**src/common/geometryPkg.sv**
```systemverilog
`default_nettype none

package geometryPkg;

	// Screen coordinate in pixels
	typedef logic [15:0] coordT;

	// x in the upper half of the word
	typedef struct packed {
		coordT x;
		coordT y;
	} pointT;

	// Character or hitbox, size measured from pos
	typedef struct packed {
		pointT pos;
		pointT size;
	} boxT;

	// Side of the character where a hitbox goes
	typedef enum logic [1:0] {
		left  = 2'd0,
		right = 2'd1,
		up    = 2'd2,
		down  = 2'd3
	} dirT;

endpackage

`default_nettype wire

```
**src/common/combatPkg.sv**
```systemverilog
`default_nettype none

package combatPkg;

	// Controller word as sent by the input port each frame
	typedef struct packed {
		logic [4:0] spareHi;
		logic       facingRight;
		logic [1:0] spareMid;
		logic       smashL;
		logic       smashR;
		logic       smashU;
		logic       smashD;
		logic [1:0] spareLo;
		logic       bButton;
		logic       aButton;
		logic [7:0] stickX;
		logic [7:0] stickY;
	} controlsT;

	typedef enum logic [3:0] {
		none     = 4'd0,
		smashL   = 4'd1,
		smashR   = 4'd2,
		smashU   = 4'd3,
		smashD   = 4'd4,
		jab      = 4'd5,
		specialN = 4'd6,
		specialL = 4'd7,
		specialR = 4'd8,
		specialU = 4'd9,
		specialD = 4'd10
	} attackKindT;

	// One per landed attack
	typedef struct packed {
		logic       valid;
		attackKindT kind;
	} hitReportT;

	// Top three stick bits all zero
	localparam logic [7:0] stickLowMax = 8'd31;
	// Top three stick bits all one
	localparam logic [7:0] stickHighMin = 8'd224;

endpackage

`default_nettype wire

```
**src/attack/attackDecoder.sv**
```systemverilog
`timescale 1ns/100ps
`default_nettype none

module attackDecoder (
	input  wire combatPkg::controlsT controls,
	output combatPkg::attackKindT    kind
);

	logic stickLeft;
	logic stickRight;
	logic stickUp;
	logic stickDown;

	assign stickLeft  = controls.stickX <= combatPkg::stickLowMax;
	assign stickRight = controls.stickX >= combatPkg::stickHighMin;
	assign stickUp    = controls.stickY >= combatPkg::stickHighMin;
	assign stickDown  = controls.stickY <= combatPkg::stickLowMax;

	// Smash buttons first, then A, then B with the stick
	always_comb begin
		kind = combatPkg::none;
		if (controls.smashL) begin
			kind = combatPkg::smashL;
		end else if (controls.smashR) begin
			kind = combatPkg::smashR;
		end else if (controls.smashU) begin
			kind = combatPkg::smashU;
		end else if (controls.smashD) begin
			kind = combatPkg::smashD;
		end else if (controls.aButton) begin
			kind = combatPkg::jab;
		end else if (controls.bButton) begin
			// Horizontal tilt beats vertical
			if (stickLeft) begin
				kind = combatPkg::specialL;
			end else if (stickRight) begin
				kind = combatPkg::specialR;
			end else if (stickUp) begin
				kind = combatPkg::specialU;
			end else if (stickDown) begin
				kind = combatPkg::specialD;
			end else begin
				kind = combatPkg::specialN;
			end
		end
	end

endmodule

`default_nettype wire

```
**src/attack/attackUnit.sv**
```systemverilog
`timescale 1ns/100ps
`default_nettype none

module attackUnit #(
	parameter int jabWindup  = 4,
	parameter int longWindup = 8,
	parameter int activeLen  = 4
) (
	input  wire                      clock,
	input  wire                      rstN,
	input  wire combatPkg::controlsT controls,
	input  wire geometryPkg::boxT    self,
	input  wire                      grant,
	input  wire                      overlap,
	output logic                     req,
	output geometryPkg::boxT         hitbox,
	output combatPkg::hitReportT     hit,
	output logic                     busy
);

	localparam int maxWindup = (jabWindup > longWindup) ? jabWindup : longWindup;
	localparam int maxPhase  = (maxWindup > activeLen) ? maxWindup : activeLen;
	localparam int cntWidth  = $clog2(maxPhase + 1);

	typedef enum logic [1:0] {
		idle,
		windup,
		active
	} stateT;

	stateT                 state;
	logic [cntWidth-1:0]   count;
	logic [cntWidth-1:0]   windupLast;
	combatPkg::attackKindT decoded;
	combatPkg::attackKindT kindQ;
	combatPkg::attackKindT hitKindQ;
	logic                  facingQ;
	logic                  landed;
	logic                  hitValidQ;
	geometryPkg::dirT      dir;
	geometryPkg::coordT    halfW;
	geometryPkg::coordT    halfH;
	geometryPkg::coordT    quarterW;
	geometryPkg::coordT    quarterH;

	attackDecoder decoder0 (
		.controls(controls),
		.kind    (decoded)
	);

	assign windupLast = (decoded == combatPkg::jab) ? cntWidth'(jabWindup - 1)
		: cntWidth'(longWindup - 1);

	always_ff @(posedge clock) begin
		if (!rstN) begin
			state     <= idle;
			count     <= '0;
			landed    <= 1'b0;
			hitValidQ <= 1'b0;
		end else begin
			// Only the first granted overlap of an attack counts
			hitValidQ <= (state == active) && grant && overlap && !landed;
			case (state)
				idle: begin
					if (decoded != combatPkg::none) begin
						state  <= windup;
						count  <= windupLast;
						landed <= 1'b0;
					end
				end
				windup: begin
					if (count == '0) begin
						state <= active;
						count <= cntWidth'(activeLen - 1);
					end else begin
						count <= count - 1'b1;
					end
				end
				active: begin
					if (grant && overlap) begin
						landed <= 1'b1;
					end
					if (count == '0) begin
						state <= idle;
					end else begin
						count <= count - 1'b1;
					end
				end
				default: state <= idle;
			endcase
		end
	end

	// Tracks controls until the attack starts
	always_ff @(posedge clock) begin
		if (state == idle) begin
			kindQ   <= decoded;
			facingQ <= controls.facingRight;
		end
		hitKindQ <= kindQ;
	end

	always_comb begin
		case (kindQ)
			combatPkg::smashL, combatPkg::specialL: dir = geometryPkg::left;
			combatPkg::smashR, combatPkg::specialR: dir = geometryPkg::right;
			combatPkg::smashU, combatPkg::specialU: dir = geometryPkg::up;
			combatPkg::smashD, combatPkg::specialD: dir = geometryPkg::down;
			default: dir = facingQ ? geometryPkg::right : geometryPkg::left;
		endcase
	end

	assign halfW    = self.size.x >> 1;
	assign halfH    = self.size.y >> 1;
	assign quarterW = self.size.x >> 2;
	assign quarterH = self.size.y >> 2;

	// Half-size box next to the character on the attack side
	always_comb begin
		hitbox.size.x = halfW;
		hitbox.size.y = halfH;
		case (dir)
			geometryPkg::left: begin
				hitbox.pos.x = self.pos.x - halfW;
				hitbox.pos.y = self.pos.y + quarterH;
			end
			geometryPkg::right: begin
				hitbox.pos.x = self.pos.x + self.size.x;
				hitbox.pos.y = self.pos.y + quarterH;
			end
			geometryPkg::up: begin
				hitbox.pos.x = self.pos.x + quarterW;
				hitbox.pos.y = self.pos.y + self.size.y;
			end
			default: begin
				hitbox.pos.x = self.pos.x + quarterW;
				hitbox.pos.y = self.pos.y - quarterH;
			end
		endcase
	end

	assign req  = (state == active);
	assign busy = (state != idle);
	assign hit  = '{valid: hitValidQ, kind: hitKindQ};

	// A report needs an active cycle and a latched attack kind
	hitFromActive: assert property (@(posedge clock) disable iff (!rstN)
		hit.valid |-> $past(state == active) && hit.kind != combatPkg::none);

	// Each request lasts exactly the active phase
	reqActiveLen: assert property (@(posedge clock) disable iff (!rstN)
		$fell(req) |-> $past(req, activeLen) && !$past(req, activeLen + 1));

endmodule

`default_nettype wire

```
**src/hw/hitArbiter.sv**
```systemverilog
`timescale 1ns/100ps
`default_nettype none

module hitArbiter (
	input  wire                   clock,
	input  wire                   rstN,
	input  wire                   req1,
	input  wire                   req2,
	input  wire geometryPkg::boxT hitbox1,
	input  wire geometryPkg::boxT hitbox2,
	input  wire geometryPkg::boxT char1,
	input  wire geometryPkg::boxT char2,
	output logic                  grant1,
	output logic                  grant2,
	output logic                  overlap
);

	logic             favor2;
	geometryPkg::boxT attackBox;
	geometryPkg::boxT targetBox;
	logic [16:0]      attackEndX;
	logic [16:0]      attackEndY;
	logic [16:0]      targetEndX;
	logic [16:0]      targetEndY;
	logic             overlapX;
	logic             overlapY;

	// Ties go to whoever was not served last
	assign grant1 = req1 && (!req2 || !favor2);
	assign grant2 = req2 && (!req1 || favor2);

	always_ff @(posedge clock) begin
		if (!rstN) begin
			favor2 <= 1'b0;
		end else if (grant1) begin
			favor2 <= 1'b1;
		end else if (grant2) begin
			favor2 <= 1'b0;
		end
	end

	// Each player swings at the other one
	assign attackBox = grant2 ? hitbox2 : hitbox1;
	assign targetBox = grant2 ? char1 : char2;

	// One bit wider so far edges do not wrap
	assign attackEndX = {1'b0, attackBox.pos.x} + attackBox.size.x;
	assign attackEndY = {1'b0, attackBox.pos.y} + attackBox.size.y;
	assign targetEndX = {1'b0, targetBox.pos.x} + targetBox.size.x;
	assign targetEndY = {1'b0, targetBox.pos.y} + targetBox.size.y;

	assign overlapX = ({1'b0, attackBox.pos.x} < targetEndX)
		&& ({1'b0, targetBox.pos.x} < attackEndX);
	assign overlapY = ({1'b0, attackBox.pos.y} < targetEndY)
		&& ({1'b0, targetBox.pos.y} < attackEndY);

	assign overlap = (grant1 || grant2) && overlapX && overlapY;

	// A requester that loses a tie is served on the next cycle
	waitBound1: assert property (@(posedge clock) disable iff (!rstN)
		req1 && !grant1 |=> grant1 || !req1);

	waitBound2: assert property (@(posedge clock) disable iff (!rstN)
		req2 && !grant2 |=> grant2 || !req2);

endmodule

`default_nettype wire

```
**src/hw/attackCoprocessor.sv**
```systemverilog
`timescale 1ns/100ps
`default_nettype none

module attackCoprocessor #(
	parameter int jabWindup  = 4,
	parameter int longWindup = 8,
	parameter int activeLen  = 4
) (
	input  wire                      clock,
	input  wire                      rstN,
	input  wire combatPkg::controlsT controls1,
	input  wire combatPkg::controlsT controls2,
	input  wire geometryPkg::boxT    char1,
	input  wire geometryPkg::boxT    char2,
	output combatPkg::hitReportT     hit1,
	output combatPkg::hitReportT     hit2,
	output logic                     busy1,
	output logic                     busy2
);

	logic             req1;
	logic             req2;
	logic             grant1;
	logic             grant2;
	logic             overlap;
	geometryPkg::boxT hitbox1;
	geometryPkg::boxT hitbox2;

	attackUnit #(
		.jabWindup (jabWindup),
		.longWindup(longWindup),
		.activeLen (activeLen)
	) unit1 (
		.clock   (clock),
		.rstN    (rstN),
		.controls(controls1),
		.self    (char1),
		.grant   (grant1),
		.overlap (overlap),
		.req     (req1),
		.hitbox  (hitbox1),
		.hit     (hit1),
		.busy    (busy1)
	);

	attackUnit #(
		.jabWindup (jabWindup),
		.longWindup(longWindup),
		.activeLen (activeLen)
	) unit2 (
		.clock   (clock),
		.rstN    (rstN),
		.controls(controls2),
		.self    (char2),
		.grant   (grant2),
		.overlap (overlap),
		.req     (req2),
		.hitbox  (hitbox2),
		.hit     (hit2),
		.busy    (busy2)
	);

	// Single overlap tester shared by both players
	hitArbiter arbiter0 (
		.clock  (clock),
		.rstN   (rstN),
		.req1   (req1),
		.req2   (req2),
		.hitbox1(hitbox1),
		.hitbox2(hitbox2),
		.char1  (char1),
		.char2  (char2),
		.grant1 (grant1),
		.grant2 (grant2),
		.overlap(overlap)
	);

endmodule

`default_nettype wire

```
**config.mk**
```make
export PLATFORM = sky130hd
export DESIGN_NAME = attackCoprocessor
export DESIGN_NICKNAME = d
export VERILOG_FILES = /design/src/common/geometryPkg.sv /design/src/common/combatPkg.sv /design/src/attack/attackDecoder.sv /design/src/attack/attackUnit.sv /design/src/hw/hitArbiter.sv /design/src/hw/attackCoprocessor.sv
export SDC_FILE = /design/constraint.sdc
export NUM_CORES = 1
export LEC_CHECK = 0
export ABC_AREA = 1
export CORE_UTILIZATION = 40
export CTS_CLUSTER_SIZE = 30
export DETAILED_ROUTE_END_ITERATION = 10
export DONT_BUFFER_PORTS = 1
export GPL_TIMING_DRIVEN = 1
export SETUP_SLACK_MARGIN = 0.02
export SLEW_MARGIN = 0
export SYNTH_ARGS = -nofsm -noshare
export SYNTH_HDL_FRONTEND = slang
export SYNTH_SLANG_ARGS = --single-unit
```
**constraint.sdc**
```tcl
create_clock -name clock -period 6.25 [get_ports clock]
set_input_delay 0.9375 -clock clock [delete_from_list [all_inputs] [get_ports clock]]
set_output_delay 0.9375 -clock clock [all_outputs]
set_load 0.02 [all_outputs]
```
# Word level (Yosys, flattened, before mapping)
# Cells that the tools add are included.
[op_classes]
addsub = 18
n_mul = 0
n_div = 0
magnitude_cmp = 12
n_eq_ne = 36
shifts = 0
n_mux = 54
n_bitwise = 0
reduce_logical = 51
[op_table]
columns = ["cell", "count"]
rows = [
  ["$pmux W32 S3", 2],
  ["$mux W64", 2],
  ["$mux W4", 26],
  ["$add A16 B16 Y17", 4],
  ["$lt A16 B17 Y1", 4],
  ["$add A16 B14 Y16", 4],
  ["$add A16 B16 Y16", 4],
  ["$ge A8 B8 Y1 const B", 4],
  ["$le A8 B5 Y1 const B", 4],
  ["$sub A16 B14 Y16", 2],
  ["$sub A16 B15 Y16", 2],
  ["$eq A4 B3 Y1 const B", 6],
  ["$eq A4 B4 Y1 const B", 6],
  ["$pmux W4 S3", 2],
  ["$reduce_and A3 Y1", 6],
  ["$eq A4 B2 Y1 const B", 4],
  ["$pmux W2 S4", 2],
  ["$reduce_or A2 Y1", 8],
  ["$logic_and A1 B1 Y1", 14],
  ["$mux W2", 6],
  ["$ne A2 B2 Y1 const B", 6],
  ["$pmux W2 S3", 2],
  ["$reduce_bool A2 Y1", 5],
  ["$eq A2 B1 Y1 const B", 4],
  ["13 further kinds", 42],
]
[totals]
ff_bits = 35
latch_bits = 0
mem_bits_rw = 0
rom_bits = 0
input_bits = 194
output_inout_bits = 12
wordCells = 186
n_memories = 0

# Logic depth before layout (Yosys ltp)
# Gate-level depths: netlist (run 1).
[logic_depth]
depth_word = 15
ltp_mapped = 46
depth_no_buf = 46

# By module
# Synthesis (run 1) repeated with hierarchy kept, for this count alone.
[hier_totals]
hier_cells = 2364
hier_area_um2 = 13726.9
[by_module_without_submodules]
columns = ["module", "instances", "cells_per_inst", "area_per_inst_um2", "seq_area_each_um2"]
rows = [
  ["hitArbiter", 1, 1056, 5796.8, 20.0],
  ["attackUnit (unit1)", 1, 620, 3821.2, 390.4],
  ["attackUnit (unit2)", 1, 620, 3781.1, 390.4],
  ["attackDecoder", 2, 34, 163.9, 0.0],
]

# Least setup slack after synthesis (run 1)
# OpenSTA, ideal clock, no wires.
[synth_path]
path_type = "input -> register"
start = "input port char2[17] (netlist name)"
end = "register unit1.landed"
setup_time_ps = 113
arrival_time_ps = 5415
required_time_ps = 6137
setup_slack_ps = 723
stages = 35
path_buffers = 0
path_cell_list = "inv_1 ha_1 inv_1 a221oi_1 inv_1 fa_1 o21ai_0 a21oi_1 or2_2 nand2_1 a21oi_1 or2_2 nand3_1 o21ai_0 ha_1 nand2_1 nor3_1 nand3_1 o2111ai_1 nand2_1 a21oi_1 xnor2_1 ha_1 nand2_1 inv_1 nand2_1 nand2_1 nand2_1 nand2_1 nand2_2 nand4_1 nand2_1 nand2_1 nand2_1 nand2_1"
[synth_via]
elab_chain_len = 11
elab_cells_between_ends = 15
cone_classes = "4 x add/sub; 2 x order compare; 1 x eq/ne; 3 x mux; 5 x reduce/logical"
[synth_lines]
columns = ["element", "line_no", "source"]
rows = [
  ["start, declared", "attackCoprocessor.sv:14", "input wire geometryPkg::boxT char2,"],
  ["$sub A16 B15 Y16 / $add A16 B16 Y16 (equally long branches)", "attackUnit.sv:124, attackUnit.sv:128", ""],
  ["$pmux W32 S3", "attackUnit.sv:122", "case (dir)"],
  ["$mux W64", "hitArbiter.sv:43", "assign attackBox = grant2 ? hitbox2 : hitbox1;"],
  ["$add A16 B16 Y17", "hitArbiter.sv:47", "assign attackEndX = {1'b0, attackBox.pos.x} + attackBox.size.x;"],
  ["$lt A16 B17 Y1", "hitArbiter.sv:53", "&& ({1'b0, targetBox.pos.x} < attackEndX);"],
  ["$logic_and A1 B1 Y1 (*)", "hitArbiter.sv:53", ""],
  ["$logic_and A1 B1 Y1 (*) (2 in series)", "hitArbiter.sv:57", "assign overlap = (grant1 || grant2) && overlapX && overlapY;"],
  ["$logic_and A1 B1 Y1 (*)", "attackUnit.sv:80", "if (grant && overlap) begin"],
  ["$ne A2 B2 Y1 (no source line) (*)", "-", ""],
  ["$reduce_and A3 Y1 (no source line) (*)", "-", ""],
  ["end signal, assigned", "attackUnit.sv:58", "landed <= 1'b0;"],
  ["end signal, assigned", "attackUnit.sv:68", "landed <= 1'b0;"],
  ["end signal, assigned", "attackUnit.sv:81", "landed <= 1'b1;"],
  ["end, declared", "attackUnit.sv:38", "logic landed;"],
]
# Mark *: on every way between the ends. The rest lies on a longest branch, timed or not.
# A chain may end at the register's enable or synchronous reset.

# Worst setup path in the final report (run 1)
[layout_path]
start = "register unit1.kindQ[3]"
end = "register unit1.landed"
[layout_via]
elab_chain_len = 14
elab_cells_between_ends = 31
cone_classes = "2 x add/sub; 4 x order compare; 11 x eq/ne; 3 x mux; 11 x reduce/logical"
[layout_lines]
columns = ["element", "line_no", "source"]
rows = [
  ["start, declared", "attackUnit.sv:35", "combatPkg::attackKindT kindQ;"],
  ["start signal, assigned", "attackUnit.sv:97", "kindQ <= decoded;"],
  ["$eq A4 B3 Y1, or another cell as far along", "attackUnit.sv:104", "case (kindQ)"],
  ["$reduce_or A2 Y1", "attackUnit.sv:104", ""],
  ["$pmux W2 S4 (*)", "attackUnit.sv:104", ""],
  ["$eq A2 B2 Y1, or another cell as far along", "attackUnit.sv:122", ""],
  ["$pmux W32 S3 (*)", "attackUnit.sv:122", ""],
  ["$mux W64 (*)", "hitArbiter.sv:43", ""],
  ["$add A16 B16 Y17", "hitArbiter.sv:47", ""],
  ["$lt A16 B17 Y1", "hitArbiter.sv:53", ""],
  ["$logic_and A1 B1 Y1", "hitArbiter.sv:53", ""],
  ["$logic_and A1 B1 Y1", "hitArbiter.sv:57", ""],
  ["$logic_and A1 B1 Y1 (*)", "hitArbiter.sv:57", ""],
  ["$logic_and A1 B1 Y1 (*)", "attackUnit.sv:80", ""],
  ["$ne A2 B2 Y1 (no source line) (*)", "-", ""],
  ["$reduce_and A3 Y1 (no source line) (*)", "-", ""],
]
# Marked as above.

==> results of run 1 <==
-- worst max-delay path, delay by kind of cell (launching register included) --
| family | cells | cell delay (ns) |
|---|---|---|
| simple gates | 25 | 2.22 |
| xor+xnor | 2 | 0.29 |
| flops | 1 | 0.44 |
| buf+inv | 6 | 0.69 |
| fa+ha+maj | 4 | 1.15 |
| compound gates | 7 | 1.02 |
-- cells by family after synthesis --
kind of cell / share of synthesized area
xor+xnor: 0.06487
simple gates: 0.3161
flops: 0.06446
fa+ha+maj: 0.2103
compound gates: 0.2393
buf+inv: 0.1041
mux: 0.0008058
-- sequential cells by signal, indices dropped and copies added, names as in the netlist --
name,cells
unit2.landed,1
unit2.kindQ,4
unit2.count,4
unit1.landed,1
unit2.state,2
unit1.count,4
unit2.hitValidQ,1
unit1.facingQ,1
unit1.state,2
arbiter0.favor2,1
unit1.hitValidQ,1
unit1.kindQ,4
unit2.hitKindQ,4
unit2.facingQ,1
unit1.hitKindQ,4
-- stage by stage --
step,setup WS (ns),hold slack (ns)
2_1_floorplan,0.7227,0.3698
3_3_place_gp,-0.03436,0.4140
3_5_place_dp,-0.07602,0.4124
4_1_cts,0.02226,0.4288
5_1_grt,-0.05589,0.4429
6_report,0.3759,0.4299
-- synthesized netlist by cell type (16+ instances only) --
cell	number	area share
xnor2_1	28	0.020
a31oi_1	18	0.0091
nor2_1	167	0.050
nand2_1	544	0.16
nor3_1	40	0.016
dfxtp_1	25	0.040
inv_1	275	0.083
a21oi_1	199	0.080
ha_1	196	0.20
xor2_1	64	0.045
nand4_1	19	0.0096
nand3_1	111	0.045
clkbuf_1	32	0.0097
o22ai_1	16	0.0081
o21ai_0	194	0.078
-- cell type report --
class,count,area [µm²]
flip-flops and latches,35,800.8
repair buffers,113,942.2
multi-input cells,1754,10750
inverters,290,1095
well taps,396,495.5
clock buffers,5,125.1
fillers,3265,16340
clock inverters,3,38.79
-- how the worst max path moves through the flow --
stage,startpoint,to,slack [ns],cells after the start
after global routing,unit1.kindQ[3]$_DFFE_PP_,unit1.landed$_SDFFE_PN0P_,-0.06,42
after global placement,char2[17],unit1.landed$_SDFFE_PN0P_,-0.03,34
final,unit1.kindQ[3]$_DFFE_PP_,unit1.landed$_SDFFE_PN0P_,0.38,44
after floorplan,char2[17],unit1.landed$_SDFFE_PN0P_,0.72,35
after CTS,unit2.kindQ[3]$_DFFE_PP_,unit1.landed$_SDFFE_PN0P_,0.02,46
after detailed placement,char1[18],unit1.landed$_SDFFE_PN0P_,-0.08,36
-- layout by cell type, fill, tap and decap left out, types with 5 or more instances in the layout --
cell,count
a211oi_1,13
a21o_1,6
a21oi_1,183
a21oi_2,18
a31oi_1,15
buf_4,102
buf_6,5
clkbuf_16,6
dfxtp_1,25
edfxtp_1,10
fa_1,6
ha_1,187
ha_2,6
inv_1,272
inv_2,16
nand2_1,536
nand2_2,14
nand3_1,109
nand3_2,10
nand4_1,19
nor2_1,153
nor2_2,11
nor2_4,8
nor3_1,33
nor3_2,9
o211ai_1,10
o21a_1,5
o21ai_0,167
o21ai_1,20
o21ai_2,13
o21bai_1,10
o221ai_1,13
o22ai_1,14
o31ai_1,6
or2_2,7
xnor2_1,28
xor2_1,64
-- per-layer routing --
layer  global-route usage  up-vias  routed length (µm)
met4              0.07309        0                 900
met3              0.06032       50                4591
met5                    0        -                   0
met1               0.3749     6430               20030
met2               0.4206      556               19300
li1                     -     7329                   -
-- what timing repair did --
item	CTS	global route
gates resized for setup	1	136
pin swaps	0	38
setup buffers	0	28
hold endpoints to repair	0	0
cloned	0	1
setup endpoints to repair	4	4
==> results.md, run 1 <==
- Crit Path Max Fanout: 10
- First-pass GRT wire length: ~68000 µm
- Placed cell area: roughly 0.013 mm²
- Most common cell on crit path: nand2_1
- Worst Hold End: unit2.hitValidQ$_SDFF_PN0_
- Synth Flop Type: dfxtp_1
- Cts bufs inserted: 5
- Clk_skew: 0.006719 ns
- R2r worst-path depth: 44
- Clk Latency, worst-skew pair: 0.29 ns
- Final Slew Violations: 0
- Ys Warns: 0
- Initial DRC Count: ~1200
- R2r setup slk: about 0.38 ns
- Initial Util: 0.4061
- Outcome: complete, no violations
- Startpoint types: flop
- Post-Route WL: 44820 µm
- Hpwl dp: 37290 µm
- TNS Setup: 0 ns
- Core ar.: roughly 0.031 mm²
- Synth Register Bits: 35
- FF-to-FF Start: unit1.kindQ[3]$_DFFE_PP_
- Crit-path slowest cell: edfxtp_1
- Drt drc: 0
- Critical Path RT: around 6.5 ns
- Hold Vio Cnt, Final: 0
- P&R area growth vs syn: 14.71%
- Syn_area_per_cell: roughly 5.8 µm²
- Via density: between 5 and 6
- Ant diodes: 0
- Fin crit share: 0.9399
- GRT Total Usage: 0.2714
- Routed length per placed instance: around 17 µm
- Max clock buf depth: 2
- Worst slew margin: 0.5471
- RSZ-0062 raised after global routing: yes
- Final design utilization: 0.4658
- IO Pins: 206
- Syn Inst Count: between 2000 and 2500
- Netlist Area Pre-Place: approximately 0.012 mm²
- Clock tree sinks: 35
- Mapped Nets: ~2500
- Post-route ant nets: 0
- Hold Crit Depth: 1
- I/O Buffers: 0
- Total grt overflow: 0
- Htree depth: 2
- Non-Filler Instances: around 2600
- Reg2reg end: unit1.landed$_SDFFE_PN0P_
- CP peak stage delay: around 0.44 ns
- Router iterations before antenna repair: 6
- Crit Path Class: flop to flop
- Hold_sp: unit2.landed$_SDFFE_PN0P_
- Initial antenna violation count: 0
- Clock-pin slew on the worst setup and hold paths: roughly 0.06 ns
- Nets: ~2600
- Gpl congestion: between 0.9 and 1
- DR vias: approximately 14000
- Design Area, Final: between 0.01 and 0.015 mm²
- Hold buffers post-CTS: 0
- WP data arrival: ~6.1 ns
- Die area: around 0.032 mm²
- CTS tree: built
- Max Freq: between 150 and 200 MHz
- Max cap viols: 0
- Post-synthesis sequential area ratio: 0.06446
- Crit. End Element: flop
- Layout cells sized above 1: 0.1200
- # rows: between 60 and 70
- Setup violations, final: 0
- Post-synth EDFFs: 10
- Vias in the first global route: between 10000 and 15000
- Slew @ Worst Pin: just under 0.7 ns
- Min-Delay Path Class: flop to flop
- Minimum clock period: about 5.9 ns
- Die Ht: between 150 and 200 µm
- Root buf cell: clkbuf_16
- Die width: 178.2 µm
- Async S/R FF share, synth: 0
- DP Cell Count: between 2000 and 3000
- Synth unique cells: just under 60
- Largest net degree at the start of global routing: about 90
Power of run 1 is not shown: default switching activity piles up to over one toggle a cycle in this logic, so the estimate is an artifact.
==> run 2: changes to the inputs <==
Settings changed: CORE_ASPECT_RATIO set to 0.5.
==> results.md, run 2 (synthesized netlist as in run 1, its figures left out) <==
- CP peak stage delay: ~0.34 ns
- Worst slew margin: 0.5712
- CTS tree: built
- Largest net degree at the start of global routing: around 100
- TNS Setup: 0 ns
- IO Pins: approximately 210
- Critical Path RT: between 6 and 7 ns
- Hpwl dp: ~37000 µm
- Nets: around 2600
- Startpoint types: input pin
- Setup violations, final: 0
- Post-Route WL: between 40000 and 50000 µm
- Most frequent cells in the layout: nand2_1, inv_1, ha_1
- Placed cell area: approximately 0.013 mm²
- Area of the multi-input gates: 0.01078 mm²
- First-pass GRT wire length: 67270 µm
- Drt drc: 0
- DR vias: roughly 14000
- # rows: 45
- Router iterations before antenna repair: 7
- Die width: about 250 µm
- Core ar.: 0.03040 mm²
- P&R area growth vs syn: 14.14%
- Minimum clock period: 5.766 ns
- Ant diodes: 0
- Htree depth: 2
- Vias in the first global route: ~13000
- Fin crit share: 0.9225
- Via density: about 5.5
- Post-route ant nets: 0
- GR Layer Usage met3: 0.01621
- Met2 usage in global routing: 0.4624
- Gpl congestion: between 1 and 1.5
- Crit. End Element: flop
- Crit Path Class: input pin to flop
- Clock tree sinks: 35
- Most common cell on crit path: nand2_1
- Clk Latency, worst-skew pair: around 0.28 ns
- Max Freq: between 150 and 200 MHz
- Root buf cell: clkbuf_16
- Die area: ~0.032 mm²
- I/O Buffers: 0
- Clk_skew: between 0.002 and 0.003 ns
- WHS: ~0.43 ns
- Busiest metal layer after global routing: met2
- Slew @ Worst Pin: between 0.6 and 0.7 ns
- Hold Vio Cnt, Final: 0
- Final Slew Violations: 0
- Max cap viols: 0
- Min-Delay Path Class: flop to flop
- Layout cells sized above 1: 0.1165
- Met1 Track Usage GR: 0.3547
- Cts bufs inserted: 5
- FF/Latch Area: between 800 and 900 µm²
- Initial DRC Count: between 900 and 1000
- Initial antenna violation count: 0
- Total grt overflow: 0
- Initial Util: 0.4086
- Hold buffers post-CTS: 0
- Outcome: complete, no violations
- Most common cell after layout, fill and taps aside: nand2_1
- Fillers: 3256
- Max clock buf depth: 2
- Die Ht: 126.6 µm
- Crit-path slowest cell: ha_1
- Design Area, Final: between 0.01 and 0.015 mm²
- Crit Path Max Fanout: 5
- WP data arrival: 5.95 ns
- Clock-pin slew on the worst setup and hold paths: approximately 0.060 ns
- Routed length per placed instance: 16.74 µm
- GRT Total Usage: 0.2644
-- run 2: cell types whose count changed in the layout (fill, tap and decap cells not counted), moves of 3 or more --
cell	previous run	this run
buf_4	102	93
ha_2	6	2
inv_2	16	19
o21ai_1	20	24
nor2_2	11	16
ha_4	3	7
o21ai_2	13	8
nor2_1	153	149
-- run 2: final cells by class --
| type | count | share of cell area |
|---|---|---|
| tap | 399 | 0.03521 |
| timing repair buffer | 102 | 0.05912 |
| clock inverter | 3 | 0.003265 |
| inverter | 290 | 0.07704 |
| sequential | 35 | 0.05648 |
| clock buffer | 5 | 0.008825 |
| multi-input combinational | 1754 | 0.7601 |
-- run 2: what timing repair did --
item                       CTS  global route
buffers inserted             0            22
setup endpoints to repair    0             4
gates resized for setup      0           134
-- run 2: stage by stage --
stage               worst slack (ns)  utilization  std cells
global placement             0.01158       0.4388       2558
finish                        0.4844       0.4663       2588
detailed placement          -0.09402       0.4388       2558
global route                 -0.1161       0.4663       2588
CTS                          0.07287       0.4445       2566
floorplan                     0.7227            -       2125
-- run 2: metal layers --
metal  vias to the layer above  wire length (µm)
li1                       7305                 -
met4                         0              1230
met1                      6491             19860
met5                         -                 0
met2                       374             20130
met3                        72              2102
-- run 2: worst paths after layout --
check / start / end / slack, ns / cells past startpoint
max reg2reg: unit1.kindQ[3]$_DFFE_PP_ / unit1.landed$_SDFFE_PN0P_ / 0.50 / 41
min: unit2.landed$_SDFFE_PN0P_ / unit2.hitValidQ$_SDFF_PN0_ / 0.43 / 1
max: char2[2] / unit1.landed$_SDFFE_PN0P_ / 0.48 / 42
min reg2reg: unit2.landed$_SDFFE_PN0P_ / unit2.hitValidQ$_SDFF_PN0_ / 0.43 / 1
-- run 2: critical path, delay by kind of cell --
kind	cells	cell delay, ns
XOR/XNOR	1	0.13
AO/OA/AOI/OAI	8	1.17
adder cells (fa/ha/maj)	4	1.19
AND/OR/NAND/NOR	24	1.86
buffers and inverters	5	0.67
Power of run 2 is left out for the same reason.
==> run 3: changes to the inputs <==
Settings changed: CELL_PAD_IN_SITES_DETAIL_PLACEMENT set to 1, CELL_PAD_IN_SITES_GLOBAL_PLACEMENT set to 2, CORE_UTILIZATION 40 to 35, PLACE_DENSITY_LB_ADDON set to 0.1.
==> results.md, run 3 (synthesized netlist as in run 1, its figures left out) <==
- Initial DRC Count: between 600 and 700
- Most common cell on crit path: nand2_1
- Final Slew Violations: 0
- Layout cells sized above 1: 0.1670
- Crit-path slowest cell: edfxtp_1
- Nets: 2660
- RSZ-0062 raised after global routing: yes
- P&R area growth vs syn: 21.80%
- Slew @ Worst Pin: around 0.61 ns
- Max Freq: between 150 and 200 MHz
- Hold Crit Depth: 1
- Clock tree sinks: 35
- IO Pins: between 200 and 250
- Outcome: complete, no violations
- Minimum clock period: a little under 6 ns
- Crit. End Element: flop
- Worst Setup SP: unit2.kindQ[0]$_DFFE_PP_
- Max cap viols: 0
- Crit path to: unit1.landed$_SDFFE_PN0P_
- # rows: 48
- Core ar.: about 0.035 mm²
- Die Ht: ~140 µm
- Htree depth: 2
- Gpl congestion: 0.9281
- Die area: 0.03630 mm²
- I/O Buffers: 0
- Routed length per placed instance: 18.81 µm
- Crit Path Max Fanout: 7
- CP peak stage delay: between 0.4 and 0.5 ns
- Via density: 5.388
- Max clock buf depth: 2
- Most common cell after layout, fill and taps aside: nand2_1
- Ant diodes: 0
- Vias in the first global route: 14514
- Clock-pin slew on the worst setup and hold paths: around 0.06 ns
- GRT Total Usage: 0.2752
- Post-route ant nets: 0
- Hpwl dp: between 40000 and 50000 µm
- Hold buffers post-CTS: 0
- DR vias: roughly 15000
- FF-to-FF Start: unit2.kindQ[0]$_DFFE_PP_
- Reg2reg end: unit1.landed$_SDFFE_PN0P_
- Crit Path Class: flop to flop
- Min-Delay Path Class: flop to flop
- Non-Filler Instances: approximately 2700
- Drt drc: 0
- Clk_skew: 0.003672 ns
- First-pass GRT wire length: a little under 80000 µm
- Initial antenna violation count: 1
- Root buf cell: clkbuf_16
- Die width: between 200 and 300 µm
- Hold Vio Cnt, Final: 0
- CTS tree: built
- Total grt overflow: 0
- Fillers: around 4700
- Clk Latency, worst-skew pair: between 0.2 and 0.3 ns
- Worst slew margin: 0.5887
- Cts bufs inserted: 5
- Fin crit share: 0.9516
- WHS: approximately 0.42 ns
- Initial Util: 0.3578
- DP Cell Count: approximately 2700
- Startpoint types: flop
- R2r worst-path depth: 44
- Setup violations, final: 0
- Largest net degree at the start of global routing: 62
- Post-Route WL: 51510 µm
- WP data arrival: between 6 and 7 ns
- Router iterations before antenna repair: 4
- Critical Path RT: ~6.4 ns
- R2r setup slk: 0.30 ns
- Most frequent cells in the layout: nand2_1, inv_1, a21oi_1
==> run 3: changes by cell type in the layout (fill, tap and decap cells not counted), moves of 6 or more <==
cell,previous run,this run
ha_2,2,8
o21ai_0,168,160
a21oi_1,182,175
ha_4,7,16
buf_4,93,166
nand2_1,536,529
nor2_1,149,143
ha_1,187,172
==> run 3: metal layers <==
layer	vias to the layer above	GRT usage	share of wire
met2	177	0.4902	0.48
met5	-	0	0.00025
li1	7436	-	-
met3	39	0.01036	0.030
met4	2	0.04893	0.015
met1	7097	0.3726	0.47
==> run 3: how the worst min path moves through the flow <==
stage / endpoint / startpoint
after CTS: unit2.hitKindQ[1]$_DFF_P_ / unit2.kindQ[1]$_DFFE_PP_
after floorplan: unit2.hitKindQ[1]$_DFF_P_ / unit2.kindQ[1]$_DFFE_PP_
final: unit2.hitValidQ$_SDFF_PN0_ / unit2.landed$_SDFFE_PN0P_
after detailed placement: unit2.hitKindQ[1]$_DFF_P_ / unit2.kindQ[1]$_DFFE_PP_
after global placement: unit2.hitKindQ[1]$_DFF_P_ / unit2.kindQ[1]$_DFFE_PP_
after global routing: unit2.hitValidQ$_SDFF_PN0_ / unit2.landed$_SDFFE_PN0P_
==> run 3: layout make-up <==
class / count / area (µm²) / area share
clock buffers: 7 / 163.9 / 0.01083
clock inverters: 1 / 5.005 / 0.0003308
flip-flops and latches: 35 / 800.8 / 0.05293
inverters: 290 / 1099 / 0.07261
well taps: 475 / 594.3 / 0.03928
multi-input cells: 1754 / 11090 / 0.7330
repair buffers: 176 / 1376 / 0.09097
==> run 3: critical path, delay by kind of cell (launching register included) <==
kind | cells | cell delay [ns]
AO/OA/AOI/OAI | 8 | 1.07
AND/OR/NAND/NOR | 22 | 2.12
XOR/XNOR | 1 | 0.16
flip-flops | 1 | 0.44
buffers and inverters | 10 | 0.99
adder cells (fa/ha/maj) | 3 | 1.03
==> run 3: per-stage QoR <==
step                      utilization  TNS [ns]  setup slack, ns  cell area [µm²]
after floorplan                     -         0           0.7227            12420
after global placement         0.4003   -0.1241         -0.06852            13900
after detailed placement       0.4003   -0.5122          -0.1720            13900
after CTS                      0.4071         0          0.02524            14130
after global routing           0.4358   -0.6965          -0.2041            15130
final                          0.4358         0           0.3023            15130
==> run 3: what timing repair did <==
action                     4_1_cts  5_1_grt
resized for setup                9      194
buffers inserted                 4       32
pin swaps                        3       62
setup endpoints to repair        4        4
Power of run 3 is left out for the same reason.
